### src/logic/usb_proto_pkg.sv
package usb_proto_pkg;

  localparam int USB_ADDR_W = 7;

  // Low PID nibble, the wire byte carries its complement in the upper nibble
  typedef enum logic [3:0] {
    PID_OUT   = 4'b0001,
    PID_IN    = 4'b1001,
    PID_SOF   = 4'b0101,
    PID_SETUP = 4'b1101,
    PID_DATA0 = 4'b0011,
    PID_DATA1 = 4'b1011,
    PID_ACK   = 4'b0010,
    PID_NAK   = 4'b1010,
    PID_STALL = 4'b1110
  } usb_pid_e;

  typedef enum logic [1:0] {
    KIND_NONE  = 2'd0,
    KIND_TOKEN = 2'd1,
    KIND_DATA  = 2'd2,
    KIND_HSK   = 2'd3
  } usb_pkt_kind_e;

  // The two bytes after a token PID, first byte in the low half
  typedef union packed {
    struct packed {
      logic [4:0]            crc5;
      logic [3:0]            endp;
      logic [USB_ADDR_W-1:0] addr;
    } tok;
    struct packed {
      logic [4:0]  crc5;
      logic [10:0] frame;
    } sof;
  } usb_tok_field_u;

  // One decoded packet
  typedef struct packed {
    usb_pkt_kind_e  kind;
    usb_pid_e       pid;
    usb_tok_field_u field;
    logic           good;
    logic [8:0]     rsvd;
  } usb_evt_t;

endpackage

### src/logic/usb_crc_pkg.sv
package usb_crc_pkg;

  // Polynomials without the top term, registers start at all ones
  localparam logic [4:0]  CRC5_POLY      = 5'b00101;
  localparam logic [4:0]  CRC5_RESIDUAL  = 5'b01100;
  localparam logic [15:0] CRC16_POLY     = 16'h8005;
  localparam logic [15:0] CRC16_RESIDUAL = 16'h800d;

  // Bits go in LSB first as on the bus
  // The sent CRC is the inverted register, highest bit first
  // nbits below 8 covers the 11-bit token field
  function automatic logic [4:0] crc5_update(input logic [4:0]  crc,
                                             input logic [7:0]  data,
                                             input int unsigned nbits = 8);
    logic [4:0] c;
    logic       fb;
    c = crc;
    for (int i = 0; i < 8; i++) begin
      if (i < nbits) begin
        fb = data[i] ^ c[4];
        c  = {c[3:0], 1'b0} ^ (fb ? CRC5_POLY : 5'd0);
      end
    end
    return c;
  endfunction

  function automatic logic [15:0] crc16_update(input logic [15:0] crc,
                                               input logic [7:0]  data);
    logic [15:0] c;
    logic        fb;
    c = crc;
    for (int i = 0; i < 8; i++) begin
      fb = data[i] ^ c[15];
      c  = {c[14:0], 1'b0} ^ (fb ? CRC16_POLY : 16'd0);
    end
    return c;
  endfunction

endpackage

### src/logic/usb_evt_if.sv
interface usb_evt_if;
  import usb_proto_pkg::*;

  // One strobe per completed packet
  logic     evt_stb;
  usb_evt_t evt;
  // Good SOF seen, alongside evt_stb
  logic     sof_stb;

  modport decoder (
    output evt_stb,
    output evt,
    output sof_stb
  );

  modport control (
    input evt_stb,
    input evt,
    input sof_stb
  );

endinterface

### src/logic/usb_rx_decode.sv
module usb_rx_decode (
  input  logic       clock,
  input  logic       arst_n_i,
  input  logic       rx_stb_i,
  input  logic [7:0] rx_data_i,
  input  logic       rx_last_i,
  usb_evt_if.decoder evt_o
);
  import usb_proto_pkg::*;
  import usb_crc_pkg::*;

  // Index of the current byte in its packet, saturates at 3
  logic [1:0]     byte_cnt_q;
  // Index of the last byte of the finished packet
  logic [1:0]     len_q;
  logic           end_q;
  logic [7:0]     pid_q;
  usb_tok_field_u field_q;
  logic [4:0]     crc5_q;
  logic [15:0]    crc16_q;

  logic           pid_ok;
  usb_pkt_kind_e  kind;
  logic           good;
  logic           is_sof;

  always_ff @(posedge clock or negedge arst_n_i) begin
    if (!arst_n_i) begin
      byte_cnt_q <= 2'd0;
      end_q      <= 1'b0;
    end else begin
      end_q <= rx_stb_i & rx_last_i;
      if (rx_stb_i) begin
        if (rx_last_i) begin
          byte_cnt_q <= 2'd0;
        end else if (byte_cnt_q != 2'd3) begin
          byte_cnt_q <= byte_cnt_q + 2'd1;
        end
      end
    end
  end

  // PID capture, field capture and both CRCs over everything after the PID
  always_ff @(posedge clock) begin
    if (rx_stb_i) begin
      if (byte_cnt_q == 2'd0) begin
        pid_q   <= rx_data_i;
        crc5_q  <= '1;
        crc16_q <= '1;
      end else begin
        crc5_q  <= crc5_update(crc5_q, rx_data_i);
        crc16_q <= crc16_update(crc16_q, rx_data_i);
      end
      if (byte_cnt_q == 2'd1) begin
        field_q[7:0] <= rx_data_i;
      end
      if (byte_cnt_q == 2'd2) begin
        field_q[15:8] <= rx_data_i;
      end
      if (rx_last_i) begin
        len_q <= byte_cnt_q;
      end
    end
  end

  assign pid_ok = (pid_q[7:4] == ~pid_q[3:0]);

  // Kind comes from the two low PID bits, a broken PID gives no kind at all
  always_comb begin
    kind = KIND_NONE;
    good = 1'b0;
    if (pid_ok) begin
      case (pid_q[1:0])
        2'b01: begin
          kind = KIND_TOKEN;
          good = (len_q == 2'd2) && (crc5_q == CRC5_RESIDUAL);
        end
        2'b11: begin
          // PID plus at least the two CRC bytes
          kind = KIND_DATA;
          good = (len_q >= 2'd2) && (crc16_q == CRC16_RESIDUAL);
        end
        2'b10: begin
          kind = KIND_HSK;
          good = (len_q == 2'd0);
        end
        default: begin
          kind = KIND_NONE;
          good = 1'b0;
        end
      endcase
    end
  end

  assign is_sof = good && (kind == KIND_TOKEN) && (pid_q[3:0] == PID_SOF);

  always_ff @(posedge clock or negedge arst_n_i) begin
    if (!arst_n_i) begin
      evt_o.evt_stb <= 1'b0;
      evt_o.sof_stb <= 1'b0;
    end else begin
      evt_o.evt_stb <= end_q;
      evt_o.sof_stb <= end_q & is_sof;
    end
  end

  // A following PID may land on the same edge, it only touches pid_q
  always_ff @(posedge clock) begin
    if (end_q) begin
      evt_o.evt.kind  <= kind;
      evt_o.evt.pid   <= usb_pid_e'(pid_q[3:0]);
      evt_o.evt.field <= field_q;
      evt_o.evt.good  <= good;
      evt_o.evt.rsvd  <= '0;
    end
  end

endmodule

### src/logic/usb_xfer_control.sv
module usb_xfer_control #(
  parameter int NUM_ENDP = 4
) (
  input  logic                                 clock,
  input  logic                                 arst_n_i,
  usb_evt_if.control                           evt_i,
  input  logic [usb_proto_pkg::USB_ADDR_W-1:0] dev_addr_i,
  output logic                                 dec_stb_o,
  output usb_proto_pkg::usb_pid_e              dec_pid_o,
  output logic                                 crc_err_stb_o,
  output logic                                 sof_stb_o,
  output logic [10:0]                          frame_o
);
  import usb_proto_pkg::*;

  localparam logic [1:0] PEND_NONE  = 2'd0;
  localparam logic [1:0] PEND_OUT   = 2'd1;
  localparam logic [1:0] PEND_SETUP = 2'd2;

  logic [1:0]          pend_q;
  logic [1:0]          pend_d;
  logic [3:0]          pend_ep_q;
  logic [3:0]          ep_d;
  // Expected data PID per endpoint, 0 for DATA0
  logic [NUM_ENDP-1:0] toggle_q;

  logic                addr_hit;
  logic                ep_ok;
  logic                cur_tog;
  logic                seq_match;
  logic                resp_stb;
  usb_pid_e            resp_pid;
  logic                crc_err;
  logic                tog_clr;
  logic                tog_flip;

  assign addr_hit = (evt_i.evt.field.tok.addr == dev_addr_i);
  assign ep_ok    = int'(pend_ep_q) < NUM_ENDP;

  always_comb begin
    cur_tog = 1'b0;
    for (int i = 0; i < NUM_ENDP; i++) begin
      if (pend_ep_q == 4'(i)) begin
        cur_tog = toggle_q[i];
      end
    end
  end

  assign seq_match = ((evt_i.evt.pid == PID_DATA0) && !cur_tog) ||
                     ((evt_i.evt.pid == PID_DATA1) && cur_tog);

  always_comb begin
    pend_d   = pend_q;
    ep_d     = pend_ep_q;
    resp_stb = 1'b0;
    resp_pid = PID_ACK;
    crc_err  = 1'b0;
    tog_clr  = 1'b0;
    tog_flip = 1'b0;
    if (evt_i.evt_stb) begin
      case (evt_i.evt.kind)
        KIND_TOKEN: begin
          if (!evt_i.evt.good) begin
            crc_err = 1'b1;
            pend_d  = PEND_NONE;
          end else if (evt_i.evt.pid != PID_SOF) begin
            // Any other token ends what was pending
            pend_d = PEND_NONE;
            if (addr_hit) begin
              case (evt_i.evt.pid)
                PID_IN: begin
                  resp_stb = 1'b1;
                  resp_pid = PID_NAK;
                end
                PID_OUT: begin
                  pend_d = PEND_OUT;
                  ep_d   = evt_i.evt.field.tok.endp;
                end
                PID_SETUP: begin
                  pend_d  = PEND_SETUP;
                  ep_d    = evt_i.evt.field.tok.endp;
                  tog_clr = 1'b1;
                end
                default: begin
                  pend_d = PEND_NONE;
                end
              endcase
            end
          end
        end
        KIND_DATA: begin
          if (pend_q != PEND_NONE) begin
            pend_d = PEND_NONE;
            if (!evt_i.evt.good) begin
              crc_err = 1'b1;
            end else if (!ep_ok) begin
              resp_stb = 1'b1;
              resp_pid = PID_STALL;
            end else begin
              // Wrong sequence bit is a retransmission, ACK it again
              resp_stb = 1'b1;
              resp_pid = PID_ACK;
              tog_flip = seq_match;
            end
          end
        end
        default: begin
          pend_d = pend_q;
        end
      endcase
    end
  end

  always_ff @(posedge clock or negedge arst_n_i) begin
    if (!arst_n_i) begin
      pend_q        <= PEND_NONE;
      toggle_q      <= '0;
      dec_stb_o     <= 1'b0;
      crc_err_stb_o <= 1'b0;
      sof_stb_o     <= 1'b0;
    end else begin
      pend_q        <= pend_d;
      dec_stb_o     <= resp_stb;
      crc_err_stb_o <= crc_err;
      sof_stb_o     <= evt_i.sof_stb;
      for (int i = 0; i < NUM_ENDP; i++) begin
        if (tog_clr && (ep_d == 4'(i))) begin
          toggle_q[i] <= 1'b0;
        end else if (tog_flip && (pend_ep_q == 4'(i))) begin
          toggle_q[i] <= ~toggle_q[i];
        end
      end
    end
  end

  always_ff @(posedge clock) begin
    pend_ep_q <= ep_d;
    if (resp_stb) begin
      dec_pid_o <= resp_pid;
    end
    if (evt_i.evt_stb) begin
      frame_o <= evt_i.evt.field.sof.frame;
    end
  end

endmodule

### src/logic/usb_hsk_encode.sv
module usb_hsk_encode (
  input  logic                    clock,
  input  logic                    arst_n_i,
  input  logic                    dec_stb_i,
  input  usb_proto_pkg::usb_pid_e dec_pid_i,
  input  logic                    crc_err_stb_i,
  input  logic                    sof_stb_i,
  input  logic [10:0]             frame_i,
  output logic                    hsk_stb_o,
  output logic [7:0]              hsk_pid_o,
  output logic                    crc_err_o,
  output logic                    sof_stb_o,
  output logic [10:0]             frame_o
);

  always_ff @(posedge clock or negedge arst_n_i) begin
    if (!arst_n_i) begin
      hsk_stb_o <= 1'b0;
      hsk_pid_o <= 8'h00;
      crc_err_o <= 1'b0;
      sof_stb_o <= 1'b0;
      frame_o   <= 11'd0;
    end else begin
      hsk_stb_o <= dec_stb_i;
      crc_err_o <= crc_err_stb_i;
      sof_stb_o <= sof_stb_i;
      // Full wire byte, check nibble on top
      if (dec_stb_i) begin
        hsk_pid_o <= {~dec_pid_i, dec_pid_i};
      end
      // Frame number stays until the next SOF
      if (sof_stb_i) begin
        frame_o <= frame_i;
      end
    end
  end

endmodule

### src/logic/usb_device_core.sv
module usb_device_core #(
  parameter int NUM_ENDP = 4
) (
  input  logic                                 clock,
  input  logic                                 arst_n_i,
  input  logic                                 rx_stb_i,
  input  logic [7:0]                           rx_data_i,
  input  logic                                 rx_last_i,
  input  logic [usb_proto_pkg::USB_ADDR_W-1:0] dev_addr_i,
  output logic                                 hsk_stb_o,
  output logic [7:0]                           hsk_pid_o,
  output logic                                 sof_stb_o,
  output logic [10:0]                          frame_o,
  output logic                                 crc_err_o
);
  import usb_proto_pkg::*;

  logic        dec_stb;
  usb_pid_e    dec_pid;
  logic        crc_err_stb;
  logic        ctl_sof_stb;
  logic [10:0] ctl_frame;

  usb_evt_if evt_bus ();

  // Packet decode, one event per packet
  usb_rx_decode u_rx_decode (
    .clock     (clock),
    .arst_n_i  (arst_n_i),
    .rx_stb_i  (rx_stb_i),
    .rx_data_i (rx_data_i),
    .rx_last_i (rx_last_i),
    .evt_o     (evt_bus.decoder)
  );

  usb_xfer_control #(
    .NUM_ENDP (NUM_ENDP)
  ) u_xfer_control (
    .clock         (clock),
    .arst_n_i      (arst_n_i),
    .evt_i         (evt_bus.control),
    .dev_addr_i    (dev_addr_i),
    .dec_stb_o     (dec_stb),
    .dec_pid_o     (dec_pid),
    .crc_err_stb_o (crc_err_stb),
    .sof_stb_o     (ctl_sof_stb),
    .frame_o       (ctl_frame)
  );

  // Output registers
  usb_hsk_encode u_hsk_encode (
    .clock         (clock),
    .arst_n_i      (arst_n_i),
    .dec_stb_i     (dec_stb),
    .dec_pid_i     (dec_pid),
    .crc_err_stb_i (crc_err_stb),
    .sof_stb_i     (ctl_sof_stb),
    .frame_i       (ctl_frame),
    .hsk_stb_o     (hsk_stb_o),
    .hsk_pid_o     (hsk_pid_o),
    .crc_err_o     (crc_err_o),
    .sof_stb_o     (sof_stb_o),
    .frame_o       (frame_o)
  );

endmodule

### config.mk
export PLATFORM = sky130hd
export DESIGN_NAME = usb_device_core
export DESIGN_NICKNAME = d
export VERILOG_FILES = /design/src/logic/usb_proto_pkg.sv /design/src/logic/usb_crc_pkg.sv /design/src/logic/usb_evt_if.sv /design/src/logic/usb_rx_decode.sv /design/src/logic/usb_xfer_control.sv /design/src/logic/usb_hsk_encode.sv /design/src/logic/usb_device_core.sv
export SDC_FILE = /design/constraint.sdc
export NUM_CORES = 1
export LEC_CHECK = 0
export BUFFER_PORTS_ARGS = -buffer_cell sky130_fd_sc_hd__buf_4
export CAP_MARGIN = 20
export CORE_MARGIN = 8
export CORE_UTILIZATION = 50
export CTS_BUF_LIST = sky130_fd_sc_hd__clkbuf_4
export DETAILED_ROUTE_END_ITERATION = 16
export PLACE_DENSITY = 0.69
export SLEW_MARGIN = 30
export SYNTH_ARGS = -nofsm -noshare
export SYNTH_HDL_FRONTEND = slang
export SYNTH_SLANG_ARGS = --single-unit
export TNS_END_PERCENT = 100
### constraint.sdc
create_clock -name clock -period 2.69 [get_ports clock]
set_input_delay 0.807 -clock clock [delete_from_list [all_inputs] [get_ports clock]]
set_output_delay 0.807 -clock clock [all_outputs]
set_load 0.1 [all_outputs]
==> results.yml, run 1 <==
worst_setup_path:
  required_ns: 2.84
  critPathLaunchType: "input pin"
  path_class: "input pin to flop"
  cp_max_fo: 5
  crit_family: "simple AND/OR/NAND/NOR gates"
  arrival_ns: 2.34
  timing.critical_path.buf_inv: 1
  crit_path_cell_trace: "buf_4 > xor2_1 > nor4_1 > nand4_1 > or3_1 > a21oi_1"
  cp-end-kind: "flop"
  worst_path_max_delay_cell: "or3_1"
  cp_slowest_stage_delay_ns: 0.40
floorplanning:
  design.die.area_mm2: 0.0119
  ioPinCount: 41
  die_height_um: 109
  die_w_um: 109
  start_util_pct: 50.6
  rows: 34
  core_area_mm2: 0.00855
cells_and_area:
  diodes: 0
  nFillCells: 685
  synthToLayoutAreaGrowth_pct: 13.0
  multi_input_area_mm2: 0.00128
  seq_area_mm2: 0.00298
  drive_gt1_share_pct: 24.9
  fin_nets: 358
  fin_area_mm2: 0.00489
yosys:
  synth.distinct_cells: 42
  ys_seq_area_share_pct: 68.8
  synth_flop_cell: "edfxtp_1"
  netlist.area_leader.share_pct: 52.0
  synth.area.top_cells: "edfxtp_1, dfrtp_1, xnor2_1, mux2_2, ha_1"
  yosysMostFrequentCell: "edfxtp_1"
  netlist_top_cells_count: "edfxtp_1, xnor2_1, dfrtp_1, mux2_2, nand2b_1"
  synth_edf_count: 75
  ys_seq_elements: 104
  async_reset_ff_share_pct: 27.9
  syn_inst: 279
  synth_area_mm2: 0.00433
  synth_top_cell_by_area: "edfxtp_1"
  synth_warnings: 0
  syn_avg_cell_area_um2: 15.5
global_route:
  grt_pass1_vias: 2287
  grt_max_degree: 30
  gr-total-overflow: 0
  grt_pass1_wl_mm: 11.3
  antenna_found_initial: 0
  grt_usage_pct: 12.6
run_status:
  outcome: "complete, no violations"
power_and_ir_drop:
  peakVddDrop_mv: 0.425
  power_mw: 3.56
  power_density_mw_per_mm2: 728
  power.leakage_nw: 1.87
timing:
  final_hold_viol_count: 0
  fin_tns_setup_ns: 0
  finalSetupViolCount: 0
  tightest_slew_ns: 0.507
  slew_viol_final: 0
  fin_skew_ns: 0.0163
  fmax_mhz: 457
  timing.final.ws_setup_ns: 0.500
  post-route-min-period_ns: 2.19
  rsz0062_at_grt: "no"
  fin_crit_sh_pct: 81.4
  slew_headroom_pct: 66.2
placement:
  detailed_place_hpwl_mm: 5.01
  dpl_worst_slack_ns: -0.0147
  postPlaceCellArea_mm2: 0.00477
  portBuffers: 38
  place_congestion: 0.803
hold_path:
  hp-class: "input pin to asynchronous set/reset pin"
cts:
  cts-root-buf: "clkbuf_4"
  htreeDepth: 3
  cts_tree: "done"
  post-cts-setup-buffer-count: 0
  clk_pin_slew_ns: 0.16
  hold_buffers: 0
  ctsResizeCount: 0
  cts_buffers: 9
  numClockSinks: 104
  clk_latency_ns: 0.44
  clockBufferDepth: 2
detailed_routing:
  routed_wl_mm: 6.86
  firstDrtPassIters: 4
  via_count: 2194
  avgViaCountPerCell: 4.96
  drt_iter0_drc: 112
  route.detailed.drc: 0
  final_antenna_net_count: 0
  wire_per_inst_um: 15.5
run:
  max-cap-violations: 0
[power by group]
part	switching, mW	internal (mW)
clock network	0.504	0.218
logic	0.402	0.425
registers	0.0981	1.92
[cell type report]
type | count | area share [%]
inverters | 12 | 0.920
well taps | 108 | 2.76
multi-input cells | 158 | 26.1
clock buffers | 10 | 1.53
flip-flops and latches | 104 | 60.8
repair buffers | 44 | 6.75
clock inverters | 6 | 1.10
[path summary, 6_finish.rpt]
kind                       cells after the start                          from                           to  slack, ns
setup / recovery                               6                 dev_addr_i[2]  u_xfer_control.dec_pid_o[2]       0.50
hold / removal                                 1                      arst_n_i      u_hsk_encode.frame_o[0]       0.26
setup reg to reg                               5     u_rx_decode.evt_o.evt[12]  u_xfer_control.dec_pid_o[2]       0.53
hold reg to reg                                0  u_xfer_control.crc_err_stb_o       u_hsk_encode.crc_err_o       0.37
max in group asynchronous                      1                      arst_n_i    u_rx_decode.evt_o.sof_stb       2.13
min in group clock                             0  u_xfer_control.crc_err_stb_o       u_hsk_encode.crc_err_o       0.37
[logic make-up after synthesis]
group | after synthesis | share of synthesized area (%)
flip-flops | 104 | 68.8
AND/OR/NAND/NOR | 66 | 8.90
XOR/XNOR | 52 | 11.7
buffers and inverters | 18 | 1.82
multiplexers | 15 | 3.84
AO/OA/AOI/OAI | 13 | 1.99
adder cells (fa/ha/maj) | 10 | 2.89
other | 1 | 0.0866
[metal layers]
metal / vias up / global-route usage, % / part of all wire, %
met5: - / 0 / 0
met4: 0 / 4.79 / 1.7
met3: 8 / 4.02 / 5.8
met2: 41 / 21.2 / 49
met1: 1068 / 14.8 / 44
li1: 1077 / - / -
[sequential cells by signal, summed over array words and instances (netlist names), 2 cells and up]
signal / flops
u_xfer_control.pend_ep_q: 2
u_rx_decode.evt_o.evt: 18
u_rx_decode.field_q: 11
u_xfer_control.pend_q: 2
u_rx_decode.crc5_q: 5
u_rx_decode.crc16_q: 16
u_hsk_encode.frame_o: 11
u_hsk_encode.hsk_pid_o: 5
u_rx_decode.len_q: 2
u_rx_decode.byte_cnt_q: 2
u_rx_decode.pid_q: 8
u_xfer_control.frame_o: 11
u_xfer_control.dec_pid_o: 2
[cells in the final DEF, fill, tap and decap left out, drive strengths merged, types with 3 or more instances in the layout]
master / instances
or2: 9
clkinv: 4
nor3: 4
xnor2: 38
o21ai: 3
and2: 5
nor4: 3
mux2: 13
nand4: 3
edfxtp: 75
nand2b: 13
inv: 14
buf: 44
clkbuf: 10
ha: 10
a21oi: 3
dfrtp: 29
xor2: 11
nor2: 7
nand2: 8
nand3: 3
[metrics by stage]
step	hold WS [ns]	utilization, %	std cells
floorplan	0.331	-	280
global placement	0.333	55.7	426
detailed placement	0.337	55.7	426
CTS	0.249	57.2	442
global route	0.239	57.2	442
finish	0.264	57.2	442
(Power assumes the default switching activity.)
==> run 2, diff against run 1 <==
--- a/config.mk
+++ b/config.mk
@@ -11,7 +11,7 @@
 export CORE_UTILIZATION = 50
 export CTS_BUF_LIST = sky130_fd_sc_hd__clkbuf_4
 export DETAILED_ROUTE_END_ITERATION = 16
-export PLACE_DENSITY = 0.69
+export PLACE_DENSITY = 0.72
 export SLEW_MARGIN = 30
 export SYNTH_ARGS = -nofsm -noshare
 export SYNTH_HDL_FRONTEND = slang
==> constraint.sdc (replaced) <==
create_clock -name clock -period 1.8 [get_ports clock]
set_input_delay 0.54 -clock clock [delete_from_list [all_inputs] [get_ports clock]]
set_output_delay 0.54 -clock clock [all_outputs]
set_load 0.1 [all_outputs]
==> run 2 against run 1 <==
Net effect:
- the run now ends with negative setup slack left
- non-clock buffer count is 35 higher
- total power is 64% higher
- clock power increased by 66%
- worst hold slack better by 0.077 ns
- cell count is 7.9% higher
- via count increased by 6.3%
- worst setup slack lost 0.73 ns
- sequential power rose by 50%
- sequential share of layout area is 4.7 points lower
- clock skew increased by 0.0024 ns
- global-route usage up 0.78 points
- first-iteration DRC count fell by 21%
- critical endpoint unchanged
==> results.yml, run 2 (synthesis results as in run 1) <==
power_and_ir_drop:
  power_density_mw_per_mm2: 1100
  clkPwrFrac_pct: 20.6
  p_comb_share_pct: 28.0
  power_mw: 5.85
  peakVddDrop_mv: 0.802
  p_sw_share_pct: 29.6
  p_int_mw: 4.12
  pwr-share-seq_pct: 51.5
  p_sw_mw: 1.73
  power.leakage_nw: 2.10
global_route:
  grt_max_degree: 30
  grt_pass1_vias: 2502
  gr-total-overflow: 0
  grt_pass1_wl_mm: 12.1
  antenna_found_initial: 0
  grt_usage_pct: 13.4
worst_setup_path:
  rr_startpoint: "u_rx_decode.evt_o.evt[15]"
  crit_path_cell_trace: "xor2_1 > nor4_2 > nand4_1 > or3_1 > a21oi_2"
  r2r_cells: 5
  arrival_ns: 2.20
  crit_family: "simple AND/OR/NAND/NOR gates"
  worst_path_max_delay_cell: "edfxtp_1"
  cp-end-kind: "flop"
  path_class: "flop to flop"
  cp_max_fo: 5
  timing.critical_path.buf_inv: 0
  cp_num_cells: 5
  cp_slowest_stage_delay_ns: 0.44
  required_ns: 1.98
  critPathLaunchType: "flop"
  crit_start: "u_rx_decode.evt_o.evt[15]"
cells_and_area:
  nFillCells: 642
  multi_input_area_mm2: 0.00139
  seq_area_mm2: 0.00298
  top_regs: "u_rx_decode.evt_o.evt: 18 flops, u_rx_decode.crc16_q: 16 flops"
  fin_nets: 393
  largest_register_ffs: 18
  final_cell_mix: "buf_4, edfxtp_1, xnor2_1, dfrtp_1"
  drive_gt1_share_pct: 35.8
  synthToLayoutAreaGrowth_pct: 22.5
  diodes: 0
  top_register: "u_rx_decode.evt_o.evt"
detailed_routing:
  wire_per_inst_um: 15.6
  routed_wl_mm: 7.45
  drt_iter0_drc: 88
  via_count: 2332
  final_antenna_net_count: 0
  avgViaCountPerCell: 4.89
  firstDrtPassIters: 5
  route.detailed.drc: 0
cts:
  htreeDepth: 3
  clockBufferDepth: 2
  cts_buffers: 9
  clk_pin_slew_ns: 0.18
  numClockSinks: 104
  cts-root-buf: "clkbuf_4"
  clk_latency_ns: 0.46
  cts_tree: "done"
timing:
  post-route-min-period_ns: 2.03
  slew_viol_final: 0
  fin_crit_sh_pct: 113
  fin_tns_setup_ns: -1.38
  fmax_mhz: 493
  fin_skew_ns: 0.0187
  rsz0062_at_grt: "yes"
  finalSetupViolCount: 11
  final_hold_viol_count: 0
  timing.final.ws_setup_ns: -0.228
floorplanning:
  design.die.area_mm2: 0.0119
  die_height_um: 109
  rows: 34
  ioPinCount: 41
  core_area_mm2: 0.00855
  start_util_pct: 50.6
  die_w_um: 109
placement:
  portBuffers: 38
  place_congestion: 0.776
  detailed_place_hpwl_mm: 5.39
hold_path:
  hp-class: "input pin to flop"
  hold_depth: 4
  min_from: "rx_last_i"
run:
  max-cap-violations: 0
run_status:
  violations: "negative setup slack"
  outcome: "finished with violations"
[run 2: cell types whose count changed in the layout (fill, tap and decap cells not counted), moves of 2 or more]
cell	before	now
clkinv_8	0	2
xnor2_1	37	31
buf_4	44	75
buf_6	0	3
xnor2_2	1	7
nor4_1	3	0
nor4_4	0	2
[run 2: area by class of cell]
class,count,area share [%]
flip-flops and latches,104,56.2
multi-input cells,158,26.1
repair buffers,79,11.4
well taps,108,2.55
clock inverters,7,1.58
clock buffers,9,1.27
inverters,12,0.849
[run 2: worst paths after layout]
path	slack (ns)	to
min in group asynchronous	0.51	u_hsk_encode.frame_o[0]
max in group asynchronous	0.97	u_hsk_encode.hsk_pid_o[4]
hold reg to reg	0.36	u_hsk_encode.crc_err_o
setup reg to reg	-0.23	u_xfer_control.dec_pid_o[2]
setup / recovery	-0.23	u_xfer_control.dec_pid_o[2]
hold / removal	0.34	u_rx_decode.byte_cnt_q[0]
[run 2: worst reg2reg max path, stage by stage (launching register included)]
cell	delay [ns]
edfxtp_1	0.44
xor2_1	0.17
nor4_2	0.33
nand4_1	0.24
or3_1	0.38
a21oi_2	0.18
[run 2: timing repair]
item	4_1_cts	5_1_grt
setup buffers	7	4
hold endpoints to repair	29	0
setup endpoints to repair	12	13
hold buffers	1	0
gates resized for setup	15	1
pin swaps	10	5
[run 2: metal layers]
layer	global-route usage [%]	vias to the layer above	part of all wire, %
met5	0	-	0
met4	5.28	0	1.4
met2	22.7	53	51
li1	-	1148	-
met1	15.8	1120	42
met3	3.66	11	6.3
[run 2: through the flow]
step,area [µm²],std cells,utilization (%),hold WS [ns],setup WS [ns]
floorplan,4360,280,-,0.244,-0.153
global placement,4990,452,58.3,0.332,-0.539
detailed placement,4990,452,58.3,0.337,-0.587
CTS,5290,476,61.8,0.319,-0.235
global route,5300,477,62.0,0.335,-0.382
finish,5300,477,62.0,0.340,-0.228
[run 2: power by group through the flow]
stage	registers, mW	logic [mW]	clock network (mW)
finish	3.01	1.64	1.20
global route	3.04	1.77	1.33
CTS	3.01	1.59	1.24
detailed placement	3.06	1.43	0
global placement	3.05	1.40	0
floorplan	3.10	0.903	0
